==> config.mk <==
export PLATFORM = sky130hd
export DESIGN_NAME = acc_core_wrapper
export DESIGN_NICKNAME = d
export VERILOG_FILES = /design/src/acc_core_pkg.sv /design/src/acc_bus_arbiter.sv /design/src/acc_core_wrapper.sv /design/src/acc_exec_ctrl.sv /design/src/acc_lsu.sv /design/src/acc_prefetch_controller.sv
export SDC_FILE = /design/constraint.sdc
export NUM_CORES = 1
export LEC_CHECK = 0
export BUFFER_PORTS_ARGS = -buffer_cell sky130_fd_sc_hd__clkbuf_2
export CORE_AREA = 3 3 206 208
export CTS_BUF_LIST = sky130_fd_sc_hd__clkbuf_8 sky130_fd_sc_hd__clkbuf_16
export DETAILED_ROUTE_END_ITERATION = 8
export DIE_AREA = 0 0 209 211
export PLACE_DENSITY = 0.76
export SETUP_SLACK_MARGIN = 0.3
export SYNTH_ARGS = -nofsm -noshare
export SYNTH_HDL_FRONTEND = slang
export SYNTH_HIERARCHICAL = 1
export SYNTH_SLANG_ARGS = --single-unit
export TNS_END_PERCENT = 20
==> constraint.sdc <==
create_clock -name clk_i -period 6.86 [get_ports clk_i]
set_clock_uncertainty 0.15 [all_clocks]
set_input_delay 0.686 -clock clk_i [delete_from_list [all_inputs] [get_ports clk_i]]
set_output_delay 0.686 -clock clk_i [all_outputs]
set_load 0.02 [all_outputs]
==> src/acc_core_pkg.sv <==
`default_nettype none

package acc_core_pkg;

  // Fetch requests in flight, also the instruction FIFO depth
  localparam int FETCH_DEPTH = 2;
  // Outstanding bus transactions tracked by the arbiter
  localparam int OWNER_DEPTH = 4;

  localparam int FETCH_CNT_W = $clog2(FETCH_DEPTH + 1);
  localparam int FETCH_PTR_W = (FETCH_DEPTH > 1) ? $clog2(FETCH_DEPTH) : 1;
  localparam int OWNER_CNT_W = $clog2(OWNER_DEPTH + 1);
  localparam int OWNER_PTR_W = (OWNER_DEPTH > 1) ? $clog2(OWNER_DEPTH) : 1;

  typedef logic [31:0] word_t;
  typedef logic [31:0] bus_addr_t;
  typedef logic [15:0] waddr_t;

  // Opcode sits in instr[31:28], unknown codes behave as HALT
  typedef enum logic [3:0] {
    OP_LDI  = 4'h1,
    OP_LD   = 4'h2,
    OP_ADD  = 4'h3,
    OP_ST   = 4'h4,
    OP_BNZ  = 4'h5,
    OP_HALT = 4'hF
  } opcode_e;

  typedef enum logic [1:0] {
    EX_IDLE,
    EX_RUN,
    EX_MEM_WAIT,
    EX_HALTED
  } exec_state_e;

  typedef enum logic [1:0] {
    LSU_IDLE,
    LSU_REQ,
    LSU_WAIT
  } lsu_state_e;

endpackage

`default_nettype wire

==> src/acc_bus_arbiter.sv <==
`default_nettype none

module acc_bus_arbiter
  import acc_core_pkg::*;
(
  input  logic      clk_i,
  input  logic      arst_n_i,
  input  logic      fetch_req_i,
  input  bus_addr_t fetch_addr_i,
  output logic      fetch_gnt_o,
  output logic      fetch_rvalid_o,
  output word_t     fetch_rdata_o,
  input  logic      data_req_i,
  input  logic      data_we_i,
  input  bus_addr_t data_addr_i,
  input  word_t     data_wdata_i,
  output logic      data_gnt_o,
  output logic      data_rvalid_o,
  output word_t     data_rdata_o,
  output logic      bus_req_o,
  output logic      bus_we_o,
  output bus_addr_t bus_addr_o,
  output word_t     bus_wdata_o,
  input  logic      bus_gnt_i,
  input  logic      bus_rvalid_i,
  input  word_t     bus_rdata_i
);

  logic                   lock_q;
  logic                   sel_q;
  logic [OWNER_CNT_W-1:0] cnt_q;
  logic [OWNER_PTR_W-1:0] wr_ptr_q;
  logic [OWNER_PTR_W-1:0] rd_ptr_q;
  // One bit per transaction, high for the data port
  logic [OWNER_DEPTH-1:0] owner_q;

  logic sel;
  logic any_req;
  logic full;
  logic push;
  logic owner_head;

  function automatic logic [OWNER_PTR_W-1:0] ptr_inc(input logic [OWNER_PTR_W-1:0] ptr);
    if (ptr == OWNER_PTR_W'(OWNER_DEPTH - 1)) begin
      return '0;
    end
    return ptr + 1'b1;
  endfunction

  // Data port has priority, the choice is frozen while a request waits
  assign sel     = lock_q ? sel_q : data_req_i;
  assign any_req = sel ? data_req_i : fetch_req_i;
  assign full    = cnt_q == OWNER_CNT_W'(OWNER_DEPTH);

  assign bus_req_o   = any_req && !full;
  assign bus_we_o    = sel && data_we_i;
  assign bus_addr_o  = sel ? data_addr_i : fetch_addr_i;
  assign bus_wdata_o = sel ? data_wdata_i : '0;

  assign push        = bus_req_o && bus_gnt_i;
  assign data_gnt_o  = push && sel;
  assign fetch_gnt_o = push && !sel;

  // Responses return in grant order
  assign owner_head     = owner_q[rd_ptr_q];
  assign data_rvalid_o  = bus_rvalid_i && owner_head;
  assign fetch_rvalid_o = bus_rvalid_i && !owner_head;
  assign data_rdata_o   = bus_rdata_i;
  assign fetch_rdata_o  = bus_rdata_i;

  always_ff @(posedge clk_i or negedge arst_n_i) begin
    if (!arst_n_i) begin
      lock_q   <= 1'b0;
      sel_q    <= 1'b0;
      cnt_q    <= '0;
      wr_ptr_q <= '0;
      rd_ptr_q <= '0;
    end else begin
      lock_q <= bus_req_o && !bus_gnt_i;
      sel_q  <= sel;
      cnt_q  <= cnt_q + OWNER_CNT_W'(push) - OWNER_CNT_W'(bus_rvalid_i);
      if (push) begin
        wr_ptr_q <= ptr_inc(wr_ptr_q);
      end
      if (bus_rvalid_i) begin
        rd_ptr_q <= ptr_inc(rd_ptr_q);
      end
    end
  end

  always_ff @(posedge clk_i) begin
    if (push) begin
      owner_q[wr_ptr_q] <= sel;
    end
  end

endmodule

`default_nettype wire

==> src/acc_core_wrapper.sv <==
`default_nettype none

module acc_core_wrapper
  import acc_core_pkg::*;
(
  input  logic      clk_i,
  input  logic      arst_n_i,
  input  logic      fetch_enable_i,
  input  bus_addr_t boot_addr_i,
  output logic      bus_req_o,
  input  logic      bus_gnt_i,
  output logic      bus_we_o,
  output bus_addr_t bus_addr_o,
  output word_t     bus_wdata_o,
  input  logic      bus_rvalid_i,
  input  word_t     bus_rdata_i,
  // Retire trace
  output logic      retire_valid_o,
  output bus_addr_t retire_pc_o,
  output word_t     acc_o,
  output logic      core_sleep_o
);

  logic      fetch_req, fetch_gnt, fetch_rvalid;
  bus_addr_t fetch_addr;
  word_t     fetch_rdata;
  logic      data_req, data_we, data_gnt, data_rvalid;
  bus_addr_t data_addr;
  word_t     data_wdata, data_rdata;
  logic      instr_valid, instr_ready;
  word_t     instr_rdata;
  bus_addr_t instr_pc;
  logic      branch, halt;
  bus_addr_t branch_addr;
  logic      lsu_start, lsu_we, lsu_done;
  bus_addr_t lsu_addr;
  word_t     lsu_wdata, lsu_rdata;

  acc_prefetch_controller prefetch_controller_i (
    .clk_i, .arst_n_i,
    .branch_i(branch), .branch_addr_i(branch_addr), .halt_i(halt),
    .fetch_req_o(fetch_req), .fetch_addr_o(fetch_addr), .fetch_gnt_i(fetch_gnt),
    .fetch_rvalid_i(fetch_rvalid), .fetch_rdata_i(fetch_rdata),
    .instr_valid_o(instr_valid), .instr_rdata_o(instr_rdata), .instr_pc_o(instr_pc),
    .instr_ready_i(instr_ready)
  );

  acc_exec_ctrl exec_ctrl_i (
    .clk_i, .arst_n_i, .fetch_enable_i, .boot_addr_i,
    .instr_valid_i(instr_valid), .instr_rdata_i(instr_rdata), .instr_pc_i(instr_pc),
    .instr_ready_o(instr_ready), .branch_o(branch), .branch_addr_o(branch_addr),
    .halt_o(halt), .lsu_start_o(lsu_start), .lsu_we_o(lsu_we), .lsu_addr_o(lsu_addr),
    .lsu_wdata_o(lsu_wdata), .lsu_done_i(lsu_done), .lsu_rdata_i(lsu_rdata),
    .retire_valid_o, .retire_pc_o, .acc_o, .core_sleep_o
  );

  acc_lsu lsu_i (
    .clk_i, .arst_n_i,
    .lsu_start_i(lsu_start), .lsu_we_i(lsu_we), .lsu_addr_i(lsu_addr),
    .lsu_wdata_i(lsu_wdata), .data_req_o(data_req), .data_we_o(data_we),
    .data_addr_o(data_addr), .data_wdata_o(data_wdata), .data_gnt_i(data_gnt),
    .data_rvalid_i(data_rvalid), .data_rdata_i(data_rdata),
    .lsu_done_o(lsu_done), .lsu_rdata_o(lsu_rdata)
  );

  acc_bus_arbiter bus_arbiter_i (
    .clk_i, .arst_n_i,
    .fetch_req_i(fetch_req), .fetch_addr_i(fetch_addr), .fetch_gnt_o(fetch_gnt),
    .fetch_rvalid_o(fetch_rvalid), .fetch_rdata_o(fetch_rdata),
    .data_req_i(data_req), .data_we_i(data_we), .data_addr_i(data_addr),
    .data_wdata_i(data_wdata), .data_gnt_o(data_gnt), .data_rvalid_o(data_rvalid),
    .data_rdata_o(data_rdata),
    .bus_req_o, .bus_we_o, .bus_addr_o, .bus_wdata_o, .bus_gnt_i, .bus_rvalid_i, .bus_rdata_i
  );

endmodule

`default_nettype wire

==> src/acc_exec_ctrl.sv <==
`default_nettype none

module acc_exec_ctrl
  import acc_core_pkg::*;
(
  input  logic      clk_i,
  input  logic      arst_n_i,
  input  logic      fetch_enable_i,
  input  bus_addr_t boot_addr_i,
  input  logic      instr_valid_i,
  input  word_t     instr_rdata_i,
  input  bus_addr_t instr_pc_i,
  output logic      instr_ready_o,
  output logic      branch_o,
  output bus_addr_t branch_addr_o,
  output logic      halt_o,
  output logic      lsu_start_o,
  output logic      lsu_we_o,
  output bus_addr_t lsu_addr_o,
  output word_t     lsu_wdata_o,
  input  logic      lsu_done_i,
  input  word_t     lsu_rdata_i,
  output logic      retire_valid_o,
  output bus_addr_t retire_pc_o,
  output word_t     acc_o,
  output logic      core_sleep_o
);

  exec_state_e state_q;
  word_t       acc_q;
  logic        retire_q;
  logic        sleep_q;
  logic        lsu_start_q;
  bus_addr_t   pc_q;
  opcode_e     op_q;
  logic        lsu_we_q;
  bus_addr_t   lsu_addr_q;
  word_t       lsu_wdata_q;

  opcode_e     op;
  waddr_t      operand;
  bus_addr_t   operand_addr;
  logic        consume;
  logic        is_mem;
  logic        is_halt;
  logic        taken;

  assign op           = opcode_e'(instr_rdata_i[31:28]);
  assign operand      = instr_rdata_i[15:0];
  assign operand_addr = {14'd0, operand, 2'b00};

  // One instruction at a time, taken straight from the FIFO head
  assign consume = (state_q == EX_RUN) && instr_valid_i;
  assign is_mem  = op inside {OP_LD, OP_ADD, OP_ST};
  assign is_halt = !(op inside {OP_LDI, OP_LD, OP_ADD, OP_ST, OP_BNZ});
  assign taken   = (op == OP_BNZ) && (acc_q != '0);

  assign instr_ready_o = consume;

  // Redirect in the consume cycle so the FIFO flush lands before the next pop
  assign branch_o      = ((state_q == EX_IDLE) && fetch_enable_i) || (consume && taken);
  assign branch_addr_o = (state_q == EX_IDLE) ? boot_addr_i : operand_addr;
  assign halt_o        = consume && is_halt;

  always_ff @(posedge clk_i or negedge arst_n_i) begin
    if (!arst_n_i) begin
      state_q     <= EX_IDLE;
      acc_q       <= '0;
      retire_q    <= 1'b0;
      sleep_q     <= 1'b0;
      lsu_start_q <= 1'b0;
    end else begin
      retire_q    <= 1'b0;
      lsu_start_q <= 1'b0;
      case (state_q)
        EX_IDLE: begin
          if (fetch_enable_i) begin
            state_q <= EX_RUN;
          end
        end
        EX_RUN: begin
          if (consume && is_mem) begin
            lsu_start_q <= 1'b1;
            state_q     <= EX_MEM_WAIT;
          end else if (consume) begin
            retire_q <= 1'b1;
            if (op == OP_LDI) begin
              acc_q <= {16'd0, operand};
            end else if (is_halt) begin
              sleep_q <= 1'b1;
              state_q <= EX_HALTED;
            end
          end
        end
        EX_MEM_WAIT: begin
          // Stores retire on the write response as well
          if (lsu_done_i) begin
            retire_q <= 1'b1;
            state_q  <= EX_RUN;
            if (op_q == OP_LD) begin
              acc_q <= lsu_rdata_i;
            end else if (op_q == OP_ADD) begin
              acc_q <= acc_q + lsu_rdata_i;
            end
          end
        end
        EX_HALTED: begin
          // Sleeps until reset
          state_q <= EX_HALTED;
        end
      endcase
    end
  end

  always_ff @(posedge clk_i) begin
    if (consume) begin
      pc_q        <= instr_pc_i;
      op_q        <= op;
      lsu_we_q    <= (op == OP_ST);
      lsu_addr_q  <= operand_addr;
      lsu_wdata_q <= acc_q;
    end
  end

  assign lsu_start_o    = lsu_start_q;
  assign lsu_we_o       = lsu_we_q;
  assign lsu_addr_o     = lsu_addr_q;
  assign lsu_wdata_o    = lsu_wdata_q;
  assign retire_valid_o = retire_q;
  assign retire_pc_o    = pc_q;
  assign acc_o          = acc_q;
  assign core_sleep_o   = sleep_q;

endmodule

`default_nettype wire

==> src/acc_lsu.sv <==
`default_nettype none

module acc_lsu
  import acc_core_pkg::*;
(
  input  logic      clk_i,
  input  logic      arst_n_i,
  input  logic      lsu_start_i,
  input  logic      lsu_we_i,
  input  bus_addr_t lsu_addr_i,
  input  word_t     lsu_wdata_i,
  output logic      data_req_o,
  output logic      data_we_o,
  output bus_addr_t data_addr_o,
  output word_t     data_wdata_o,
  input  logic      data_gnt_i,
  input  logic      data_rvalid_i,
  input  word_t     data_rdata_i,
  output logic      lsu_done_o,
  output word_t     lsu_rdata_o
);

  lsu_state_e state_q;
  logic       done_q;
  logic       we_q;
  bus_addr_t  addr_q;
  word_t      wdata_q;
  word_t      rdata_q;

  always_ff @(posedge clk_i or negedge arst_n_i) begin
    if (!arst_n_i) begin
      state_q <= LSU_IDLE;
      done_q  <= 1'b0;
    end else begin
      done_q <= 1'b0;
      case (state_q)
        LSU_IDLE: begin
          if (lsu_start_i) begin
            state_q <= LSU_REQ;
          end
        end
        LSU_REQ: begin
          if (data_gnt_i) begin
            state_q <= LSU_WAIT;
          end
        end
        LSU_WAIT: begin
          if (data_rvalid_i) begin
            done_q  <= 1'b1;
            state_q <= LSU_IDLE;
          end
        end
        default: state_q <= LSU_IDLE;
      endcase
    end
  end

  always_ff @(posedge clk_i) begin
    if ((state_q == LSU_IDLE) && lsu_start_i) begin
      we_q    <= lsu_we_i;
      addr_q  <= lsu_addr_i;
      wdata_q <= lsu_wdata_i;
    end
    // Read data stays valid after the done pulse
    if ((state_q == LSU_WAIT) && data_rvalid_i) begin
      rdata_q <= data_rdata_i;
    end
  end

  assign data_req_o   = state_q == LSU_REQ;
  assign data_we_o    = we_q;
  assign data_addr_o  = addr_q;
  assign data_wdata_o = wdata_q;
  assign lsu_done_o   = done_q;
  assign lsu_rdata_o  = rdata_q;

endmodule

`default_nettype wire

==> src/acc_prefetch_controller.sv <==
`default_nettype none

module acc_prefetch_controller
  import acc_core_pkg::*;
(
  input  logic      clk_i,
  input  logic      arst_n_i,
  input  logic      branch_i,
  input  bus_addr_t branch_addr_i,
  input  logic      halt_i,
  output logic      fetch_req_o,
  output bus_addr_t fetch_addr_o,
  input  logic      fetch_gnt_i,
  input  logic      fetch_rvalid_i,
  input  word_t     fetch_rdata_i,
  output logic      instr_valid_o,
  output word_t     instr_rdata_o,
  output bus_addr_t instr_pc_o,
  input  logic      instr_ready_i
);

  logic                   active_q;
  logic                   pend_q;
  logic                   stale_q;
  bus_addr_t              addr_q;
  bus_addr_t              target_q;
  bus_addr_t              rsp_pc_q;
  logic [FETCH_CNT_W-1:0] inflight_q;
  logic [FETCH_CNT_W-1:0] drop_q;
  logic [FETCH_CNT_W-1:0] fifo_cnt_q;
  logic [FETCH_PTR_W-1:0] wr_ptr_q;
  logic [FETCH_PTR_W-1:0] rd_ptr_q;
  word_t                  fifo_data_q [FETCH_DEPTH];
  bus_addr_t              fifo_pc_q   [FETCH_DEPTH];

  logic [FETCH_CNT_W:0]   used;
  logic [FETCH_CNT_W-1:0] drop_base;
  logic                   room;
  logic                   grant;
  logic                   grant_stale;
  logic                   rsp_drop;
  logic                   rsp_keep;
  logic                   pop;

  function automatic logic [FETCH_PTR_W-1:0] ptr_inc(input logic [FETCH_PTR_W-1:0] ptr);
    if (ptr == FETCH_PTR_W'(FETCH_DEPTH - 1)) begin
      return '0;
    end
    return ptr + 1'b1;
  endfunction

  // Queued words plus outstanding requests bound the fetch window
  assign used = fifo_cnt_q + inflight_q;
  assign room = used < FETCH_DEPTH;

  // A raised request stays up until granted, even across a branch or halt
  assign fetch_req_o  = pend_q | (active_q & room & ~halt_i);
  assign fetch_addr_o = addr_q;

  assign grant       = fetch_req_o & fetch_gnt_i;
  assign grant_stale = grant & (branch_i | stale_q);
  assign rsp_drop    = fetch_rvalid_i & (branch_i | (drop_q != '0));
  assign rsp_keep    = fetch_rvalid_i & ~rsp_drop;
  assign pop         = instr_valid_o & instr_ready_i;

  // Everything in flight at a branch belongs to the old stream
  assign drop_base = branch_i ? inflight_q : drop_q;

  always_ff @(posedge clk_i or negedge arst_n_i) begin
    if (!arst_n_i) begin
      active_q   <= 1'b0;
      pend_q     <= 1'b0;
      stale_q    <= 1'b0;
      inflight_q <= '0;
      drop_q     <= '0;
      fifo_cnt_q <= '0;
      wr_ptr_q   <= '0;
      rd_ptr_q   <= '0;
    end else begin
      if (branch_i) begin
        active_q <= 1'b1;
      end else if (halt_i) begin
        active_q <= 1'b0;
      end
      pend_q     <= fetch_req_o & ~fetch_gnt_i;
      stale_q    <= fetch_req_o & ~fetch_gnt_i & (branch_i | stale_q);
      inflight_q <= inflight_q + FETCH_CNT_W'(grant) - FETCH_CNT_W'(fetch_rvalid_i);
      drop_q     <= drop_base - FETCH_CNT_W'(rsp_drop) + FETCH_CNT_W'(grant_stale);
      if (branch_i) begin
        fifo_cnt_q <= '0;
        wr_ptr_q   <= '0;
        rd_ptr_q   <= '0;
      end else begin
        fifo_cnt_q <= fifo_cnt_q + FETCH_CNT_W'(rsp_keep) - FETCH_CNT_W'(pop);
        if (rsp_keep) begin
          wr_ptr_q <= ptr_inc(wr_ptr_q);
        end
        if (pop) begin
          rd_ptr_q <= ptr_inc(rd_ptr_q);
        end
      end
    end
  end

  always_ff @(posedge clk_i) begin
    if (branch_i) begin
      target_q <= branch_addr_i;
    end
    // A held request keeps its address, the target is taken after its grant
    if (grant) begin
      if (branch_i) begin
        addr_q <= branch_addr_i;
      end else if (stale_q) begin
        addr_q <= target_q;
      end else begin
        addr_q <= addr_q + 32'd4;
      end
    end else if (branch_i && !fetch_req_o) begin
      addr_q <= branch_addr_i;
    end
    // Kept responses arrive in order starting at the branch target
    if (branch_i) begin
      rsp_pc_q <= branch_addr_i;
    end else if (rsp_keep) begin
      rsp_pc_q <= rsp_pc_q + 32'd4;
    end
    if (rsp_keep) begin
      fifo_data_q[wr_ptr_q] <= fetch_rdata_i;
      fifo_pc_q[wr_ptr_q]   <= rsp_pc_q;
    end
  end

  assign instr_valid_o = fifo_cnt_q != '0;
  assign instr_rdata_o = fifo_data_q[rd_ptr_q];
  assign instr_pc_o    = fifo_pc_q[rd_ptr_q];

endmodule

`default_nettype wire

Yosys cells after proc, flatten, opt, wreduce, memory -nomap -nowiden
Memories as Yosys holds them, arrays and structs flattened. A register that Yosys moved wholly into a read port is not among the register bits. Cells that the tools add are included.

Add/sub/neg operators: 16. Order comparisons: 4. Equality and inequality tests: 27. Muxes and demuxes: 70. Bitwise operators: 18. Reduce and logical (&&, ||, !) cells: 41.

Operators with widths (count): $mux W32 (15); $add A32 B3 Y32 const B (2); $pmux W32 S2 (1); $mux W1 (33); $add A32 B32 Y32 (1); $reduce_bool A32 Y1 (1); $mux W2 (15); $logic_and A1 B1 Y1 (18); $eq A4 B2 Y1 const B (4); $reduce_bool A2 Y1 (7); $eq A2 B2 Y1 const B (5); $ne A2 B2 Y1 const B (5); $reduce_and A5 Y1 (2); $and A1 B1 Y1 (9); $eq A4 B3 Y1 const B (2); $pmux W2 S4 (1); $add A2 B1 Y2 (3); $logic_not A1 Y1 (6); $lt A2 B3 Y1 const B (2); $ne A2 B1 Y1 const B (3); $ne A3 B3 Y1 const B (2); $not A1 Y1 (6); $pmux W2 S3 (1); $reduce_and A6 Y1 (1); other kinds (23) (31).

Bits in registers: 294. Memory bits (writable): 128. Input port bits: 69. Output and inout bits: 132. Word-level logic and storage cells: 210. Memories: 2.

Memory list: prefetch_controller_i.fifo_data_q (depth 2, bits a word 32, read ports 1, clocked after Yosys merged registers in 0, wr ports 1, RTL line acc_prefetch_controller.sv:33) `word_t fifo_data_q [FETCH_DEPTH];`; prefetch_controller_i.fifo_pc_q (depth 2, bits a word 32, read ports 1, clocked after Yosys merged registers in 1, wr ports 1, RTL line acc_prefetch_controller.sv:34) `bus_addr_t fifo_pc_q [FETCH_DEPTH];`.

Depth between registers and ports, before layout
An unclocked memory read counts as a cell.

Word-level depth: 15. Mapped depth: 15. Gate-level depth less buffers: 15.

By module
The synthesis kept the hierarchy.

Modules (own cells, without submodules): acc_prefetch_controller (times used 1, cells each 708, area each 10159.7 µm², sequential area each 7001.7 µm²); acc_exec_ctrl (times used 1, cells each 642, area each 6837.8 µm², sequential area each 3478.3 µm²); acc_lsu (times used 1, cells each 109, area each 3044.2 µm², sequential area each 2987.9 µm²); acc_bus_arbiter (times used 1, cells each 259, area each 1803.0 µm², sequential area each 345.3 µm²).

Worst setup path before layout
Ideal clock, no wire load.

Kind: reg-to-reg. Start point: register exec_ctrl_i.state_q[1]. End point: register prefetch_controller_i.rsp_pc_q[10], enable pin. Library setup time: 392 ps. Arrival time: 6675 ps. Required time: 6318 ps. Slack: -357 ps. Cell stages (with the launch flop): 10. Buffers on the path: 2. Period minus slack after synthesis: 7217 ps. Path through: dfrtp_1 -> inv_1 -> ha_1 -> nand2_1 -> inv_1 -> nand2_1 -> o31ai_1 -> buf_6 -> clkbuf_1 -> nand2b_1.

Longest elaborated chain between the ends: 9. Elaborated cells between the ends (all ways): 11. Classes of those cells: eq/ne (1); bitwise (4); reduce/logical (6).

Ends and longest elaborated chain: start, declared (RTL line acc_exec_ctrl.sv:29) `exec_state_e state_q;`; start signal, assigned (RTL line acc_exec_ctrl.sv:67) `state_q <= EX_IDLE;`; start signal, assigned (RTL line acc_exec_ctrl.sv:78) `state_q <= EX_RUN;`; start signal, assigned (RTL line acc_exec_ctrl.sv:84) `state_q <= EX_MEM_WAIT;`; $eq A2 B1 Y1 (*) (RTL line acc_exec_ctrl.sv:53) `assign consume = (state_q == EX_RUN) && instr_valid_i;`; $logic_and A1 B1 Y1 (*) (RTL line acc_exec_ctrl.sv:53); via instr_ready (RTL line acc_core_wrapper.sv:30) `logic instr_valid, instr_ready;`; $logic_and A1 B1 Y1 (*) (RTL line acc_exec_ctrl.sv:61) `assign branch_o = ((state_q == EX_IDLE) && fetch_enable_i) || (consume && taken);`; $logic_or A1 B1 Y1 (*) (RTL line acc_exec_ctrl.sv:61); via branch (RTL line acc_core_wrapper.sv:33) `logic branch, halt;`; $or A1 B1 Y1 (RTL line acc_prefetch_controller.sv:62) `assign rsp_drop = fetch_rvalid_i & (branch_i | (drop_q != '0));`; $and A1 B1 Y1 (RTL line acc_prefetch_controller.sv:62); $not A1 Y1 (RTL line acc_prefetch_controller.sv:63) `assign rsp_keep = fetch_rvalid_i & ~rsp_drop;`; $and A1 B1 Y1 (RTL line acc_prefetch_controller.sv:63); $reduce_bool A2 Y1 (no line) (*); end signal, assigned (RTL line acc_prefetch_controller.sv:123) `rsp_pc_q <= branch_addr_i;`; end signal, assigned (RTL line acc_prefetch_controller.sv:125) `rsp_pc_q <= rsp_pc_q + 32'd4;`; end, declared (RTL line acc_prefetch_controller.sv:27) `bus_addr_t rsp_pc_q;`.

Mark *: on every way through the listed nets, which the timed path passes. The rest lies on a longest branch. A chain may end at the register's enable or synchronous reset.

Final worst setup path
Start point: register exec_ctrl_i.state_q[1]. End point: memory prefetch_controller_i/fifo_pc_q[0][12] (netlist name), enable pin.

Longest elaborated chain between the ends: 10. Elaborated cells between the ends (all ways): 12. Classes of those cells: eq/ne (1); mux (2); bitwise (4); reduce/logical (5).

Ends and longest elaborated chain: $eq A2 B1 Y1 (RTL line acc_exec_ctrl.sv:53); $logic_and A1 B1 Y1 (RTL line acc_exec_ctrl.sv:53); via instr_ready (RTL line acc_core_wrapper.sv:30); $logic_and A1 B1 Y1 (RTL line acc_exec_ctrl.sv:61); $logic_or A1 B1 Y1 (RTL line acc_exec_ctrl.sv:61); via branch (RTL line acc_core_wrapper.sv:33); $or A1 B1 Y1 (RTL line acc_prefetch_controller.sv:62); $and A1 B1 Y1 (RTL line acc_prefetch_controller.sv:62); $not A1 Y1 (RTL line acc_prefetch_controller.sv:63); $and A1 B1 Y1 (RTL line acc_prefetch_controller.sv:63); $mux W1 (RTL line acc_prefetch_controller.sv:127) `if (rsp_keep) begin`; $mux W1 (not written as such) (RTL line acc_prefetch_controller.sv:129) `fifo_pc_q[wr_ptr_q] <= rsp_pc_q;`; end, declared (RTL line acc_prefetch_controller.sv:34).

The timed path passes the listed nets, and every way through them passes these cells.

==> impl_results.md <==
* Die height at between 200 and 250 um
* Top routing layer used: met4
* Synthesized area at 20900 um2
* Sw Share at 0.347
* Post_cts resized at 0
* Comb power frac at 0.292
* Critical path capture point type: register
* Initial antenna violation count at 0
* Worst VDD drop at 0.296 mV
* Longest Clk Path Bufs at 3
* Detailed route wirelength on metal2 at between 20000 and 25000 um
* Top flop regs: prefetch_controller_i/fifo_pc_q x64, prefetch_controller_i/fifo_data_q x40
* Pre-Repair DR Iteration Count at 9
* Gpl congestion at between 0.9 and 1
* RR Startpoint: exec_ctrl_i/state_q[1]
* Iter 0 DRT Violations at 1197
* DRC at 0
* Final Cycle Share at 0.644
* Setup crit start kind: register
* I/O pins at 201
* CP Class: reg -> reg
* N_diodes at 0
* Syn. warnings at 6
* Unrepaired setup endpoints after global routing: false
* Slew HR at 0.166
* Max Cap Viol at 0
* WL final at between 40000 and 50000 um
* Antenna Nets Post-Route at 0
* Area growth, synth to finish at 12.8%
* Avg WL per Cell at approximately 21 um
* Starting Density at 0.513
* Pin count of the biggest net entering global routing at 74
* Fin Setup TNS at 0 ns
* FF-to-FF End: prefetch_controller_i/fifo_pc_q[0][12]
* NetSw at 3.17 mW
* Internal at approximately 6.0 mW
* Reg2Reg Depth at 11
* All-Layer GR Usage at 0.225
* TritonCTS clock tree: built
* Clk root buf: clkbuf_16
* Largest register FFs at 64
* Die area at between 40000 and 50000 um2
* CP arrival at ~4.5 ns
* Fin util at 0.579
* Static leakage at 8.92 nW
* FP Rows at 74
* Mean area per synthesized cell at ~13 um2
* Vias in the first global route at between 10000 and 15000
* Most flop-heavy register: prefetch_controller_i/fifo_pc_q
* Sink Count at ~450
* Die W at about 210 um
* Final hold viol count at 0
* Hold_buf cts at 0
* Via count at around 14000
* Detailed Place HPWL at 34300 um
* Core ar. at around 41000 um2
* Reg power frac at 0.431
* Status: finished, final reports clean
* Wl on met1 at around 21000 um
* Crit path launch: exec_ctrl_i/state_q[1]
* Post-CTS Setup Inserts at 0
* IO Port Bufs at 200
* Power Total at approximately 9 mW
* F_max at between 0.2 and 0.25 GHz
* Fin crit period at between 4 and 5 ns
* Final Setup Violations at 0
* Crit-path max FO at 52
* Worst hold slack at 0.137 ns
* PD cells at ~390 nW/um2
* Worst skew pair latency at about 0.59 ns
* Fin nets at between 1500 and 2000
* Met3 Routed Length at 4200 um
* Clock transition at path regs at around 0.060 ns
* HP Class: in -> reg
* Synth Instances at 1670
* Via density at approximately 5.8
* Layout cell share with drive strength beyond 1 at 0.217
* Clk pwr share at 0.277
* H-tree depth at 2
* Worst Tran Pin Value at ~1.2 ns
* First-pass GRT wire length at 78200 um
* CP endpoint: prefetch_controller_i/fifo_pc_q[0][12]
* Grt total ovfl at 0
* Worst path required time at ~6.9 ns
* Total CTS buffers at 46
* Final Slew Violations at 0
* R2R setup slack at roughly 2.4 ns
-- cells in the final DEF, fill, tap and decap left out, drive strengths merged, types with 6 or more instances in the layout --
master	instances
and2	61
a21o	7
nand2	257
nor4	19
xnor2	48
a21oi	64
a211oi	13
clkinv	22
mux2	73
dfrtp	60
o211ai	18
conb	16
ha	50
clkbuf	248
nand2b	11
o221ai	12
and3	17
xor2	38
nor2b	9
nor2	74
nand3	44
nor3b	10
nor3	23
o22ai	12
o21ai	86
or2	6
buf	18
inv	42
edfxtp	386
nand4	23
mux2i	19
-- worst min-delay path by stage --
stage / start / to / slack, ns / cells past startpoint
4_1_cts: bus_rdata_i[16] / lsu_i/lsu_rdata_o[16] / 0.11 / 1
2_1_floorplan: arst_n_i / bus_arbiter_i/cnt_q[0] / 0.24 / 0
3_5_place_dp: exec_ctrl_i/lsu_addr_o[9] / lsu_i/data_addr_o[9] / 0.25 / 0
6_report: bus_rdata_i[26] / lsu_i/lsu_rdata_o[26] / 0.14 / 1
5_1_grt: bus_rdata_i[27] / lsu_i/lsu_rdata_o[27] / 0.12 / 1
3_3_place_gp: exec_ctrl_i/lsu_wdata_o[28] / lsu_i/data_wdata_o[28] / 0.25 / 0
-- metrics by stage --
stage	setup WS, ns	cells	area [um2]
final	2.44	2387	23600
after global routing	2.21	2387	23600
after CTS	2.44	2387	23600
after detailed placement	2.44	2301	22000
after global placement	2.65	2301	22000
after floorplan	0.646	1685	21000
-- critical path, stage by stage (launching register included) --
cell and delay [ns]:
dfrtp_1 0.39, inv_1 0.09, ha_1 0.27, nand2_1 0.14, clkinv_2 0.54, nand2_1 0.34
o31ai_4 0.07, buf_4 0.29, nor3_1 0.41, nand2_1 0.23, nor2_4 0.59, buf_4 0.52
-- layout make-up --
cell class,instances,area (um2)
fill,3271,17200
inverter,35,133
clock buffer,48,1180
sequential,446,13100
multi-input combinational,1070,6980
clock inverter,38,378
tap,532,666
timing repair buffer,218,1140
-- power by group through the flow --
stage | clock network [mW] | logic (mW) | registers [mW]
6_report | 2.53 | 2.67 | 3.94
5_1_grt | 2.70 | 2.91 | 3.99
4_1_cts | 2.59 | 2.67 | 3.94
3_5_place_dp | 0 | 2.65 | 3.98
3_3_place_gp | 0 | 2.60 | 3.96
2_1_floorplan | 0 | 1.74 | 4.02
-- routing by layer --
metal | vias up | global-route usage
met4 | 0 | 0.0804
met1 | 6851 | 0.308
met3 | 93 | 0.0501
met5 | - | 0
li1 | 6293 | -
met2 | 601 | 0.357
Power figures use the tool's default switching activity.
